<file path="config.mk">
export PLATFORM = sky130hd
export DESIGN_NAME = mbox_top
export DESIGN_NICKNAME = d
export VERILOG_FILES = /design/src/mbox_pkg.sv /design/src/mbox_top.sv /design/src/mbox_regs.sv /design/src/mbox_fsm.sv /design/src/mbox_data_path.sv /design/src/mbox_sram.sv
export SDC_FILE = /design/constraint.sdc
export NUM_CORES = 2
export LEC_CHECK = 0
export ABC_AREA = 1
export ABC_CLOCK_PERIOD_IN_PS = 8820
export BUFFER_PORTS_ARGS = -buffer_cell sky130_fd_sc_hd__buf_2
export CAP_MARGIN = 10
export CORE_UTILIZATION = 54
export CTS_CLUSTER_SIZE = 40
export DETAILED_ROUTE_END_ITERATION = 10
export PLACE_DENSITY_LB_ADDON = 0.05
export SETUP_SLACK_MARGIN = 0.02
export SYNTH_ARGS = -nofsm -noshare
export SYNTH_HDL_FRONTEND = slang
export SYNTH_SLANG_ARGS = --single-unit
</file>
<file path="constraint.sdc">
create_clock -name clk -period 8.82 [get_ports clk]
set_input_delay 0.441 -clock clk [delete_from_list [all_inputs] [get_ports clk]]
set_output_delay 0.441 -clock clk [all_outputs]
set_load 0.05 [all_outputs]
</file>
<file path="src/mbox_pkg.sv">
/* shared types and widths for the mailbox; every mailbox module and the testbench
   refer to them by scoped name */
package mbox_pkg;

    // register offsets are word offsets within the mailbox window
    localparam int REG_ADDR_W = 4;
    localparam int USER_W = 8;
    // the state field of the status word starts above the two status bits
    localparam int STATUS_STATE_LSB = 2;

    // protocol states, in the order a requester walks through them
    typedef enum logic [2:0] {
        MBOX_IDLE         = 3'd0,
        MBOX_RDY_FOR_CMD  = 3'd1,
        MBOX_RDY_FOR_DLEN = 3'd2,
        MBOX_RDY_FOR_DATA = 3'd3,
        MBOX_EXECUTE_UC   = 3'd4,
        MBOX_EXECUTE_SOC  = 3'd5
    } mbox_fsm_state_e;

    // command status written by the receiver
    typedef enum logic [1:0] {
        CMD_BUSY     = 2'd0,
        DATA_READY   = 2'd1,
        CMD_COMPLETE = 2'd2,
        CMD_FAILURE  = 2'd3
    } mbox_status_e;

    // anything above REG_UNLOCK is unmapped and raises the error flag
    typedef enum logic [REG_ADDR_W-1:0] {
        REG_LOCK    = 4'd0,
        REG_USER    = 4'd1,
        REG_CMD     = 4'd2,
        REG_DLEN    = 4'd3,
        REG_DATAIN  = 4'd4,
        REG_DATAOUT = 4'd5,
        REG_EXECUTE = 4'd6,
        REG_STATUS  = 4'd7,
        REG_UNLOCK  = 4'd8
    } mbox_reg_e;

endpackage
</file>
<file path="src/mbox_top.sv">
/* mailbox top level, connects the register file, protocol FSM, data path and
   storage behind one register port shared by the uc and the soc */
module mbox_top #(
    parameter int DATA_W = 32,
    parameter int DEPTH  = 64,
    localparam int PTR_W = $clog2(DEPTH)
) (
    input  logic                            clk,
    input  logic                            rst_b,
    input  logic                            req_dv,
    input  logic                            req_write,
    input  logic [mbox_pkg::REG_ADDR_W-1:0] req_addr,
    input  logic [DATA_W-1:0]               req_wdata,
    input  logic                            req_soc,
    input  logic [mbox_pkg::USER_W-1:0]     req_user,
    output logic [DATA_W-1:0]               rdata,
    output logic                            req_hold,
    output logic                            mbox_error,
    output logic                            uc_mbox_data_avail,
    output logic                            soc_mbox_data_avail
);

    // register strobes into the FSM
    logic lock_rd;
    logic cmd_wr;
    logic dlen_wr;
    logic datain_wr;
    logic dataout_rd;
    logic execute_wr;
    logic unlock_wr;
    logic execute_val;
    logic dataout_sel;

    // FSM state and ownership back to the registers
    mbox_pkg::mbox_fsm_state_e   fsm_state;
    logic                        lock_val;
    logic                        soc_has_lock;
    logic [mbox_pkg::USER_W-1:0] owner_user;
    logic                        valid_user;
    logic                        lock_clr;
    logic                        read_mask;

    // pointer control and storage traffic
    logic              wr_inc;
    logic              rd_inc;
    logic              wrptr_clr;
    logic              rdptr_clr;
    logic [DATA_W-1:0] dataout;
    logic              sram_we;
    logic [PTR_W-1:0]  sram_waddr;
    logic [DATA_W-1:0] sram_wdata;
    logic              sram_re;
    logic [PTR_W-1:0]  sram_raddr;
    logic [DATA_W-1:0] sram_rdata;

    // status only leaves the mailbox through the status register read
    mbox_regs #(
        .DATA_W (DATA_W)
    ) i_mbox_regs (
        .*,
        .status_val ()
    );

    mbox_fsm i_mbox_fsm (.*);

    mbox_data_path #(
        .DATA_W (DATA_W),
        .DEPTH  (DEPTH)
    ) i_mbox_data_path (.*);

    mbox_sram #(
        .DATA_W (DATA_W),
        .DEPTH  (DEPTH)
    ) i_mbox_sram (
        .clk   (clk),
        .we    (sram_we),
        .waddr (sram_waddr),
        .wdata (sram_wdata),
        .re    (sram_re),
        .raddr (sram_raddr),
        .rdata (sram_rdata)
    );

endmodule

</file>
<file path="src/mbox_regs.sv">
/* mailbox register file: decodes the shared register port, holds the software
   registers and builds the read data and error flag */
module mbox_regs #(
    parameter int DATA_W = 32
) (
    input  logic                            clk,
    input  logic                            rst_b,
    input  logic                            req_dv,
    input  logic                            req_write,
    input  logic [mbox_pkg::REG_ADDR_W-1:0] req_addr,
    input  logic [DATA_W-1:0]               req_wdata,
    input  mbox_pkg::mbox_fsm_state_e       fsm_state,
    input  logic                            lock_val,
    input  logic                            soc_has_lock,
    input  logic [mbox_pkg::USER_W-1:0]     owner_user,
    input  logic                            valid_user,
    input  logic                            lock_clr,
    input  logic                            read_mask,
    input  logic [DATA_W-1:0]               dataout,
    input  logic                            req_hold,
    output logic [DATA_W-1:0]               rdata,
    output logic                            mbox_error,
    output logic                            lock_rd,
    output logic                            cmd_wr,
    output logic                            dlen_wr,
    output logic                            datain_wr,
    output logic                            dataout_rd,
    output logic                            execute_wr,
    output logic                            unlock_wr,
    output logic                            execute_val,
    output mbox_pkg::mbox_status_e          status_val,
    output logic                            dataout_sel
);

    logic              acc_rd;
    logic              acc_wr;
    logic              exec_sel_wr;
    logic              status_sel_wr;
    logic [DATA_W-1:0] cmd_q;
    logic [DATA_W-1:0] dlen_q;
    logic [DATA_W-1:0] status_word;

    // an access only counts at the edge where it is not stalled
    assign acc_rd = req_dv & ~req_hold & ~req_write;
    assign acc_wr = req_dv & ~req_hold & req_write;

    assign lock_rd    = acc_rd & (req_addr == mbox_pkg::REG_LOCK);
    assign dataout_rd = acc_rd & (req_addr == mbox_pkg::REG_DATAOUT);
    assign cmd_wr     = acc_wr & (req_addr == mbox_pkg::REG_CMD);
    assign dlen_wr    = acc_wr & (req_addr == mbox_pkg::REG_DLEN);
    assign datain_wr  = acc_wr & (req_addr == mbox_pkg::REG_DATAIN);
    assign exec_sel_wr   = acc_wr & (req_addr == mbox_pkg::REG_EXECUTE);
    assign status_sel_wr = acc_wr & (req_addr == mbox_pkg::REG_STATUS);

    // the fsm only needs to see execute being set, clearing shows up on execute_val
    assign execute_wr = exec_sel_wr & req_wdata[0];
    // unlock is a write of 1, the fsm decides whether the uc sent it
    assign unlock_wr  = acc_wr & (req_addr == mbox_pkg::REG_UNLOCK) & req_wdata[0];

    // raw dataout decode, the data path turns this into the stall
    assign dataout_sel = req_dv & ~req_write & (req_addr == mbox_pkg::REG_DATAOUT);

    // offsets past the last register are not mapped
    assign mbox_error = req_dv & (req_addr > mbox_pkg::REG_UNLOCK);

    // software registers, only the current lock holder or receiver may change them
    always_ff @(posedge clk or negedge rst_b) begin
        if (!rst_b) begin
            cmd_q       <= '0;
            dlen_q      <= '0;
            execute_val <= 1'b0;
            status_val  <= mbox_pkg::CMD_BUSY;
        end else begin
            if (cmd_wr && valid_user) begin
                cmd_q <= req_wdata;
            end
            if (dlen_wr && valid_user) begin
                dlen_q <= req_wdata;
            end
            // releasing the lock wipes the handshake registers for the next owner
            if (lock_clr) begin
                execute_val <= 1'b0;
                status_val  <= mbox_pkg::CMD_BUSY;
            end else begin
                if (exec_sel_wr && valid_user) begin
                    execute_val <= req_wdata[0];
                end
                if (status_sel_wr && valid_user) begin
                    status_val <= mbox_pkg::mbox_status_e'(req_wdata[1:0]);
                end
            end
        end
    end

    // status word is status, then the state, then the soc ownership bit
    always_comb begin
        status_word = '0;
        status_word[1:0] = status_val;
        status_word[mbox_pkg::STATUS_STATE_LSB +: 3] = fsm_state;
        status_word[mbox_pkg::STATUS_STATE_LSB + 3] = soc_has_lock;
    end

    always_comb begin
        rdata = '0;
        case (req_addr)
            mbox_pkg::REG_LOCK:    rdata[0] = lock_val;
            mbox_pkg::REG_USER:    rdata[mbox_pkg::USER_W-1:0] = owner_user;
            mbox_pkg::REG_CMD:     rdata = cmd_q;
            mbox_pkg::REG_DLEN:    rdata = dlen_q;
            // a requester that is not the receiver sees zeros instead of the payload
            mbox_pkg::REG_DATAOUT: rdata = read_mask ? '0 : dataout;
            mbox_pkg::REG_EXECUTE: rdata[0] = execute_val;
            mbox_pkg::REG_STATUS:  rdata = status_word;
            default:               rdata = '0;
        endcase
    end

    // a stalled read stays on the bus unchanged, so no write can take its place
    a_no_write_in_hold: assert property (@(posedge clk) disable iff (!rst_b)
        req_hold |=> req_dv && !req_write && $stable(req_addr));

endmodule

</file>
<file path="src/mbox_fsm.sv">
/* mailbox protocol FSM: tracks the lock and its owner, checks each request
   against the owner and steps the storage pointers */
module mbox_fsm (
    input  logic                        clk,
    input  logic                        rst_b,
    input  logic                        req_soc,
    input  logic [mbox_pkg::USER_W-1:0] req_user,
    input  logic                        lock_rd,
    input  logic                        cmd_wr,
    input  logic                        dlen_wr,
    input  logic                        datain_wr,
    input  logic                        dataout_rd,
    input  logic                        execute_wr,
    input  logic                        unlock_wr,
    input  logic                        execute_val,
    output mbox_pkg::mbox_fsm_state_e   fsm_state,
    output logic                        lock_val,
    output logic                        soc_has_lock,
    output logic [mbox_pkg::USER_W-1:0] owner_user,
    output logic                        valid_user,
    output logic                        lock_clr,
    output logic                        read_mask,
    output logic                        wr_inc,
    output logic                        rd_inc,
    output logic                        wrptr_clr,
    output logic                        rdptr_clr,
    output logic                        uc_mbox_data_avail,
    output logic                        soc_mbox_data_avail
);

    mbox_pkg::mbox_fsm_state_e state_d;
    logic lock_acq;
    logic force_unlock;
    logic receiver;

    // reading the lock while it is clear takes it
    assign lock_acq = lock_rd & ~lock_val;
    // only the uc can force the mailbox back to idle
    assign force_unlock = unlock_wr & ~req_soc;

    // uc is valid while it holds the lock or is the receiver, the soc needs a user match
    assign valid_user = ~req_soc & ((lock_val & ~soc_has_lock) |
                                    (fsm_state == mbox_pkg::MBOX_EXECUTE_UC)) |
                        req_soc & ((lock_val & soc_has_lock & (req_user == owner_user)) |
                                   (fsm_state == mbox_pkg::MBOX_EXECUTE_SOC));

    // the receiver is whoever the data was sent to
    assign receiver = (fsm_state == mbox_pkg::MBOX_EXECUTE_UC & ~req_soc) |
                      (fsm_state == mbox_pkg::MBOX_EXECUTE_SOC & req_soc);
    assign read_mask = ~receiver;

    assign uc_mbox_data_avail  = (fsm_state == mbox_pkg::MBOX_EXECUTE_UC);
    assign soc_mbox_data_avail = (fsm_state == mbox_pkg::MBOX_EXECUTE_SOC);

    always_comb begin
        state_d   = fsm_state;
        lock_clr  = 1'b0;
        wr_inc    = 1'b0;
        rd_inc    = 1'b0;
        wrptr_clr = 1'b0;
        rdptr_clr = 1'b0;
        case (fsm_state)
            mbox_pkg::MBOX_IDLE: begin
                if (lock_acq) begin
                    state_d = mbox_pkg::MBOX_RDY_FOR_CMD;
                end
            end
            mbox_pkg::MBOX_RDY_FOR_CMD: begin
                if (cmd_wr && valid_user) begin
                    state_d = mbox_pkg::MBOX_RDY_FOR_DLEN;
                end
            end
            mbox_pkg::MBOX_RDY_FOR_DLEN: begin
                if (dlen_wr && valid_user) begin
                    state_d = mbox_pkg::MBOX_RDY_FOR_DATA;
                end
            end
            mbox_pkg::MBOX_RDY_FOR_DATA: begin
                wr_inc = datain_wr & valid_user;
                if (execute_wr && valid_user) begin
                    // data goes to the side that did not lock the mailbox
                    state_d = soc_has_lock ? mbox_pkg::MBOX_EXECUTE_UC
                                           : mbox_pkg::MBOX_EXECUTE_SOC;
                    // rewind writes for the response and prefetch entry 0
                    wrptr_clr = 1'b1;
                    rd_inc    = 1'b1;
                end
            end
            mbox_pkg::MBOX_EXECUTE_UC, mbox_pkg::MBOX_EXECUTE_SOC: begin
                if (!execute_val) begin
                    state_d   = mbox_pkg::MBOX_IDLE;
                    lock_clr  = 1'b1;
                    wrptr_clr = 1'b1;
                    rdptr_clr = 1'b1;
                end else begin
                    wr_inc = datain_wr & receiver;
                    rd_inc = dataout_rd & receiver;
                end
            end
            default: begin
                state_d = mbox_pkg::MBOX_IDLE;
            end
        endcase
        // forced unlock wins over whatever the state was doing
        if (force_unlock) begin
            state_d   = mbox_pkg::MBOX_IDLE;
            lock_clr  = 1'b1;
            wrptr_clr = 1'b1;
            rdptr_clr = 1'b1;
        end
    end

    always_ff @(posedge clk or negedge rst_b) begin
        if (!rst_b) begin
            fsm_state    <= mbox_pkg::MBOX_IDLE;
            lock_val     <= 1'b0;
            soc_has_lock <= 1'b0;
            owner_user   <= '0;
        end else begin
            fsm_state <= state_d;
            // remember who took the lock so later requests can be checked
            if (lock_acq) begin
                lock_val     <= 1'b1;
                soc_has_lock <= req_soc;
                owner_user   <= req_user;
            end else if (lock_clr) begin
                lock_val     <= 1'b0;
                soc_has_lock <= 1'b0;
            end
        end
    end

    // the state stays in the enum, and every state past idle belongs to a lock holder
    a_state_legal: assert property (@(posedge clk) disable iff (!rst_b)
        (fsm_state <= mbox_pkg::MBOX_EXECUTE_SOC) &&
        ((fsm_state == mbox_pkg::MBOX_IDLE) || lock_val));

    a_wr_inc_clr_excl: assert property (@(posedge clk) disable iff (!rst_b)
        !(wr_inc && wrptr_clr));

endmodule

</file>
<file path="src/mbox_data_path.sv">
/* mailbox data path: write and read pointers into storage, the dataout
   prefetch register and the stall for a read that beats the refill */
module mbox_data_path #(
    parameter int DATA_W = 32,
    parameter int DEPTH  = 64,
    localparam int PTR_W = $clog2(DEPTH)
) (
    input  logic              clk,
    input  logic              rst_b,
    input  logic              wr_inc,
    input  logic              rd_inc,
    input  logic              wrptr_clr,
    input  logic              rdptr_clr,
    input  logic [DATA_W-1:0] req_wdata,
    input  logic              dataout_sel,
    input  logic [DATA_W-1:0] sram_rdata,
    output logic              sram_we,
    output logic [PTR_W-1:0]  sram_waddr,
    output logic [DATA_W-1:0] sram_wdata,
    output logic              sram_re,
    output logic [PTR_W-1:0]  sram_raddr,
    output logic [DATA_W-1:0] dataout,
    output logic              req_hold
);

    logic [PTR_W-1:0] wrptr;
    logic [PTR_W-1:0] rdptr;
    logic             refill;

    always_ff @(posedge clk or negedge rst_b) begin
        if (!rst_b) begin
            wrptr  <= '0;
            rdptr  <= '0;
            refill <= 1'b0;
        end else begin
            if (wrptr_clr) begin
                wrptr <= '0;
            end else if (wr_inc) begin
                wrptr <= wrptr + 1'b1;
            end
            if (rdptr_clr) begin
                rdptr <= '0;
            end else if (rd_inc) begin
                rdptr <= rdptr + 1'b1;
            end
            // storage data arrives one cycle after the read is launched
            refill <= rd_inc;
        end
    end

    always_ff @(posedge clk) begin
        if (refill) begin
            dataout <= sram_rdata;
        end
    end

    assign sram_we    = wr_inc;
    assign sram_waddr = wrptr;
    assign sram_wdata = req_wdata;
    assign sram_re    = rd_inc;
    assign sram_raddr = rdptr;

    // a dataout read during the refill would see the stale word, so hold it
    assign req_hold = dataout_sel & refill;

    a_no_inc_in_refill: assert property (@(posedge clk) disable iff (!rst_b)
        refill |-> !rd_inc);

endmodule

</file>
<file path="src/mbox_sram.sv">
/* mailbox storage, one write port and one read port with registered read data */
module mbox_sram #(
    parameter int DATA_W = 32,
    parameter int DEPTH  = 64,
    localparam int ADDR_W = $clog2(DEPTH)
) (
    input  logic              clk,
    input  logic              we,
    input  logic [ADDR_W-1:0] waddr,
    input  logic [DATA_W-1:0] wdata,
    input  logic              re,
    input  logic [ADDR_W-1:0] raddr,
    output logic [DATA_W-1:0] rdata
);

    logic [DATA_W-1:0] mem [DEPTH];

    always_ff @(posedge clk) begin
        if (we) begin
            mem[waddr] <= wdata;
        end
        // read data holds until the next read
        if (re) begin
            rdata <= mem[raddr];
        end
    end

endmodule

</file>
# --- After elaboration in Yosys (flattened, before gate mapping) ---
# Memories as Yosys holds them, arrays and structs flattened. A register that Yosys moved wholly into a read port is not among the register bits.
# Cells that the tools add are included.
classes:
  n_addsub: 2
  order_cmp: 1
  eq_ne: 19
  muxes: 35
  n_bitwise: 38
  n_reduce_logical: 14
ops:
  columns: ["operator", "n"]
  rows:
  - ["$pmux W24 S3", 1]
  - ["$pmux W7 S5", 1]
  - ["$mux W32", 1]
  - ["$and A1 B1 Y1", 29]
  - ["$mux W6", 4]
  - ["$mux W3", 6]
  - ["$eq A4 B3 Y1 const B", 4]
  - ["$mux W1", 15]
  - ["$pmux W3 S5", 1]
  - ["$add A6 B1 Y6 const B", 2]
  - ["$ne A3 B1 Y1 const B", 4]
  - ["$reduce_bool A2 Y1", 5]
  - ["$eq A4 B2 Y1 const B", 2]
  - ["$eq A8 B8 Y1", 1]
  - ["$pmux W1 S7", 1]
  - ["$eq A3 B2 Y1 const B", 2]
  - ["$eq A3 B3 Y1 const B", 2]
  - ["$pmux W1 S2", 3]
  - ["$logic_and A1 B1 Y1", 5]
  - ["$not A1 Y1", 5]
  - ["$reduce_and A5 Y1", 1]
  - ["$eq A4 B1 Y1 const B", 1]
  - ["$eq A4 B4 Y1 const B", 1]
  - ["$gt A4 B4 Y1 const B", 1]
  - ["other kinds (7)", 11]
totals:
  reg_bits: 125
  ramBits: 2048
  out_inout_bits: 36
  wordCells: 122
  n_memories: 1
memory_table:
  columns: ["name", "depth", "word_bits", "read_ports", "rd_clocked_by_memory_dff", "wr", "line", "text"]
  rows:
  - ["i_mbox_sram.mem", 64, 32, 1, 1, 1, "mbox_sram.sv:16", "logic [DATA_W-1:0] mem [DEPTH];"]

# --- Longest topological paths before layout ---
depth:
  ltp_word: 14
  ltp_mapped: 14
  ltp_nobuf: 14

# --- Cells and area by module ---
# From an unflattened synthesis, not the netlist that was laid out.
unflattened:
  hier_cells: 7592
  area_unflattened_um2: 89595.9
modules_own_cells:
  columns: ["module", "n_inst", "cells_per_inst", "area_each_um2", "seq_area_each_um2"]
  rows:
  - ["mbox_sram", 1, 6769, 83058.4, 62459.9]
  - ["mbox_regs", 1, 532, 3739.8, 1676.6]
  - ["mbox_data_path", 1, 155, 1911.8, 1286.2]
  - ["mbox_fsm", 1, 136, 885.8, 325.3]

# --- Least setup slack after synthesis ---
# Ideal clock, no wire load.
synth_path:
  path_type: "reg2reg"
  start: "reg i_mbox_data_path.refill"
  end: "reg i_mbox_data_path.rdptr[2] (netlist: i_mbox_data_path.sram_raddr[2])"
  setup_time_ps: 123
  arrival_ps: 3310
  required_time_ps: 8697
  setup_slack_ps: 5387
  stages_incl_launch_ff: 8
  path_buffers: 0
  synth_period_minus_slack_ps: 3433
  cell_sequence: "dfrtp_1 > inv_1 > nor4_2 > nor3_1 > nand3_1 > nand2_1 > a21oi_1 > nor2_1"
synth_between:
  elab_chain_len: 10
synth_rtl:
  columns: ["element", "line", "text"]
  rows:
  - ["start, declared", "mbox_data_path.sv:28", "logic refill;"]
  - ["start signal, assigned", "mbox_data_path.sv:47", "refill <= rd_inc;"]
  - ["$and A1 B1 Y1 *", "mbox_data_path.sv:64", "assign req_hold = dataout_sel & refill;"]
  - ["via req_hold", "mbox_top.sv:17", "output logic req_hold,"]
  - ["$not A1 Y1 *", "mbox_regs.sv:44, mbox_regs.sv:45", null]
  - ["$and A1 B1 Y1 *", "mbox_regs.sv:44, mbox_regs.sv:45", null]
  - ["$and A1 B1 Y1", "mbox_regs.sv:45", "assign acc_wr = req_dv & ~req_hold & req_write;"]
  - ["$and A1 B1 Y1", "mbox_regs.sv:52", "assign exec_sel_wr = acc_wr & (req_addr == mbox_pkg::REG_EXECUTE);"]
  - ["$and A1 B1 Y1", "mbox_regs.sv:56", "assign execute_wr = exec_sel_wr & req_wdata[0];"]
  - ["$logic_and A1 B1 Y1", "mbox_fsm.sv:80", "if (execute_wr && valid_user) begin"]
  - ["$mux W1", "mbox_fsm.sv:80", null]
  - ["$pmux W1 S2 *", "mbox_fsm.sv:62", "case (fsm_state)"]
  - ["via i_mbox_data_path.rd_inc", "mbox_data_path.sv:11", "input logic rd_inc,"]
  - ["$reduce_bool A2 Y1 (no line) *", null, null]
  - ["end signal, assigned", "mbox_data_path.sv:44", "rdptr <= rdptr + 1'b1;"]
  - ["end, declared", "mbox_data_path.sv:27", "logic [PTR_W-1:0] rdptr;"]
# The timed path passes the listed nets; every way through them passes the cells marked *.
# A chain may end at the register's enable or synchronous reset.

==> results.md <==
- Status: finished clean
- Congestion Overflow GR: 0
- Logic pwr share: 11.2%
- Area after DPL: 0.0891 mm2
- Type of the worst setup path: reg2reg
- Post-route cell area: 0.0962 mm2
- Clock buffer depth: 3
- Top Ports: 85
- Seq/Total Area, Yosys: 76.3%
- Routed vias/inst: 6.43
- Mapped cell area: 0.0862 mm2
- R2R Setup Slk: 4490 ps
- Drt first pass iters: 6
- Power Dens Cells: 242 mW/mm2
- P&R area growth vs syn: 11.6%
- Final Max Tran Viols: 0
- Critical path arrival: 5040 ps
- Clock sink count: 2205
- Largest net degree at the start of global routing: 214
- Fmax: 231 MHz
- Drt drc: 0
- Die Y: 401 um
- Final min period: 4330 ps
- Total CTS buffers: 219
- Die area: 0.161 mm2
- Worst min-delay path category: in2async
- Worst hold slack: 64.4 ps
- Switch Pwr: 0.00598 W
- Startpoint types: register
- Clk network pwr share: 39.0%
- Die width: 401 um
- Clock edge transition at the registers on the reported setup and hold paths: 60 ps
- Port Buffers: 84
- Synth async-reset ratio: 4.22%
- Pint: 0.0173 W
- Row count: 146
- Fraction of layout cells with a size suffix above 1: 9.84%
- WL/cell: 30.0 um
- Worst r2r src: i_mbox_data_path.sram_raddr[0]$_DFFE_PN0P_
- Max-Cap Viols: 0
- Via count: 56000
- EDFF count, synth: 2112
- Starting density of the core: 54.4%
- Routed wire length: 261000 um
- Clock Latency Late Sink: 860 ps
- Cts repair resizes: 0
- Synth Area per Inst: 13.4 um2
- Final GP Congestion: 0.866
- RSZ-0062 raised after global routing: false
- Final net count: 6500
- Sequential Power Share: 49.8%
- Critical path data required time: 9530 ps
- Skew final: 33.9 ps
- VDD IR max: 0.267 mV
- Initial antenna violation count: 23
- Setup TNS Final: 0 ps
- Setup repair bufs after CTS: 0
- First-pass GRT wire length: 375000 um
- DP HPWL: 133000 um
- Root buf cell: clkbuf_16
- Antenna-violating nets left: 0
- Setup crit end kind: register
- Total global routing track utilization: 32.2%
- Worst r2r dst: i_mbox_sram.rdata[26]$_DFFE_PP_
- Crit share post-route: 49.1%
- Final hold violations: 0
- Synthesized net count: 6500
- CTS tree: built
- Setup-violating endpoint count in the final report: 0
- Slew headroom: 13.1%
- Measured slew at the worst slew-check pin: 1300 ps
- Post-Synthesis Cells: 6449
- CTS Hold Bufs: 10
- Yosys warning total: 0
- Initial DRC count: 8208
- Switch share: 25.7%
- Vias in the first global route: 52600
- # H-tree levels: 4
- Yosys cell types: 42
- CP max FO: 213
- Lkg Pwr: 31.3 nW
- R2r worst-path depth: 9
- Ys flop type: edfxtp_1
- Yosys reg bits: 2205
- Core area: 0.158 mm2
## logic make-up (layout without fill, tap and decap cells)
kind of cell,count (synthesis),count (layout),synth area share (%)
other,0,6,0
flip-flops,2205,2205,76.3
buffers and inverters,544,728,2.61
XOR/XNOR,5,5,0.0508
AND/OR/NAND/NOR,1909,1909,9.05
adder cells (fa/ha/maj),2,2,0.0290
AO/OA/AOI/OAI,1784,1784,11.9
## synthesized netlist by cell type, drive strengths merged (2+ instances only)
master | instances | area share (%)
a21oi | 81 | 0.47
a221oi | 4 | 0.041
a22oi | 7 | 0.061
buf | 158 | 0.92
clkbuf | 298 | 1.3
dfrtp | 93 | 2.7
edfxtp | 2112 | 74
ha | 2 | 0.029
inv | 87 | 0.39
nand2 | 450 | 2.0
nand3 | 268 | 1.6
nand4 | 56 | 0.41
nor2 | 1125 | 5.0
nor3 | 6 | 0.035
nor4 | 2 | 0.022
o2111ai | 4 | 0.041
o211ai | 58 | 0.52
o21ai | 1113 | 6.5
o221ai | 199 | 2.0
o22ai | 315 | 2.3
xor2 | 5 | 0.051
## worst max-delay path, stage by stage, from the launching register on
cell and delay (ps):
dfrtp_4 830, buf_4 600, buf_12 620, buf_12 690, o21ai_0 210, o221ai_1 220
nand3_1 190, nand3_1 170, nand3_1 170, nand2_1 140
## area by class of cell
cell class / instances / area, um2
Timing Repair Buffer: 235 / 1770
Multi-Input combinational cell: 3700 / 18700
Clock buffer: 263 / 5720
Fill cell: 12100 / 62200
Antenna cell: 6 / 15.0
Sequential cell: 2205 / 65800
Tap cell: 2072 / 2590
Inverter: 88 / 374
Clock inverter: 142 / 1240
## worst max path at each step
stage | end | slack (ps) | cells after the start | from
after detailed placement | i_mbox_sram.rdata[8]$_DFFE_PP_ | 4630 | 9 | i_mbox_data_path.sram_raddr[0]$_DFFE_PN0P_
after global routing | i_mbox_sram.rdata[26]$_DFFE_PP_ | 4310 | 9 | i_mbox_data_path.sram_raddr[0]$_DFFE_PN0P_
after floorplan | i_mbox_data_path.sram_raddr[2]$_DFFE_PN0P_ | 5390 | 7 | i_mbox_data_path.refill$_DFF_PN0_
final | i_mbox_sram.rdata[26]$_DFFE_PP_ | 4490 | 9 | i_mbox_data_path.sram_raddr[0]$_DFFE_PN0P_
after global placement | i_mbox_sram.rdata[31]$_DFFE_PP_ | 4690 | 9 | i_mbox_data_path.sram_raddr[0]$_DFFE_PN0P_
after CTS | i_mbox_sram.rdata[8]$_DFFE_PP_ | 4620 | 9 | i_mbox_data_path.sram_raddr[0]$_DFFE_PN0P_
## routing by layer
layer	vias up	part of all wire, %	global-route usage [%]
li1	24200	-	-
met1	28500	41	46.6
met3	381	10	6.52
met5	-	0.017	0
met2	2881	46	49.3
met4	8	2.9	10.1
## power by group through the flow
| stage | clock, W | combinational, W | sequential, W |
|---|---|---|---|
| floorplan | 0 | 0.00166 | 0.0118 |
| global placement | 0 | 0.00253 | 0.0118 |
| detailed placement | 0 | 0.00256 | 0.0118 |
| CTS | 0.00916 | 0.00257 | 0.0116 |
| global route | 0.00956 | 0.00282 | 0.0116 |
| finish | 0.00908 | 0.00260 | 0.0116 |
## placed cells by master, fill, tap and decap left out, types with 15 or more instances in the layout
master	instances
buf_4	127
nor2_1	1052
nor2_4	66
buf_2	83
clkinv_2	53
nand4_1	56
buf_12	15
a21oi_1	81
edfxtp_1	2112
dfrtp_1	87
inv_1	71
o211ai_1	57
clkbuf_1	40
nand2_1	439
clkinv_1	53
nand3_1	263
o221ai_1	199
o22ai_1	315
clkbuf_16	222
bufinv_16	18
o21ai_0	1105
## flip-flops by register name, summed over array words and instances (netlist names), 2 cells and up
signal and cells:
i_mbox_sram.mem 2048, i_mbox_data_path.dataout 32, i_mbox_regs.cmd_q 32, i_mbox_regs.dlen_q 32, i_mbox_sram.rdata 32, i_mbox_fsm.owner_user 8, i_mbox_data_path.sram_raddr 6, i_mbox_data_path.sram_waddr 6
i_mbox_fsm.fsm_state 3, i_mbox_regs.status_val 2
## metrics by stage
stage | total power, W | setup WS (ps) | instances | util, %
after floorplan | 0.0134 | 5390 | 6449 | -
after global placement | 0.0143 | 4690 | 8288 | 56.2
after detailed placement | 0.0144 | 4630 | 8290 | 56.2
after CTS | 0.0233 | 4620 | 8705 | 60.7
after global routing | 0.0240 | 4310 | 8705 | 60.7
final | 0.0233 | 4490 | 8711 | 60.7
Note: power is estimated with default switching activity, not from simulation.
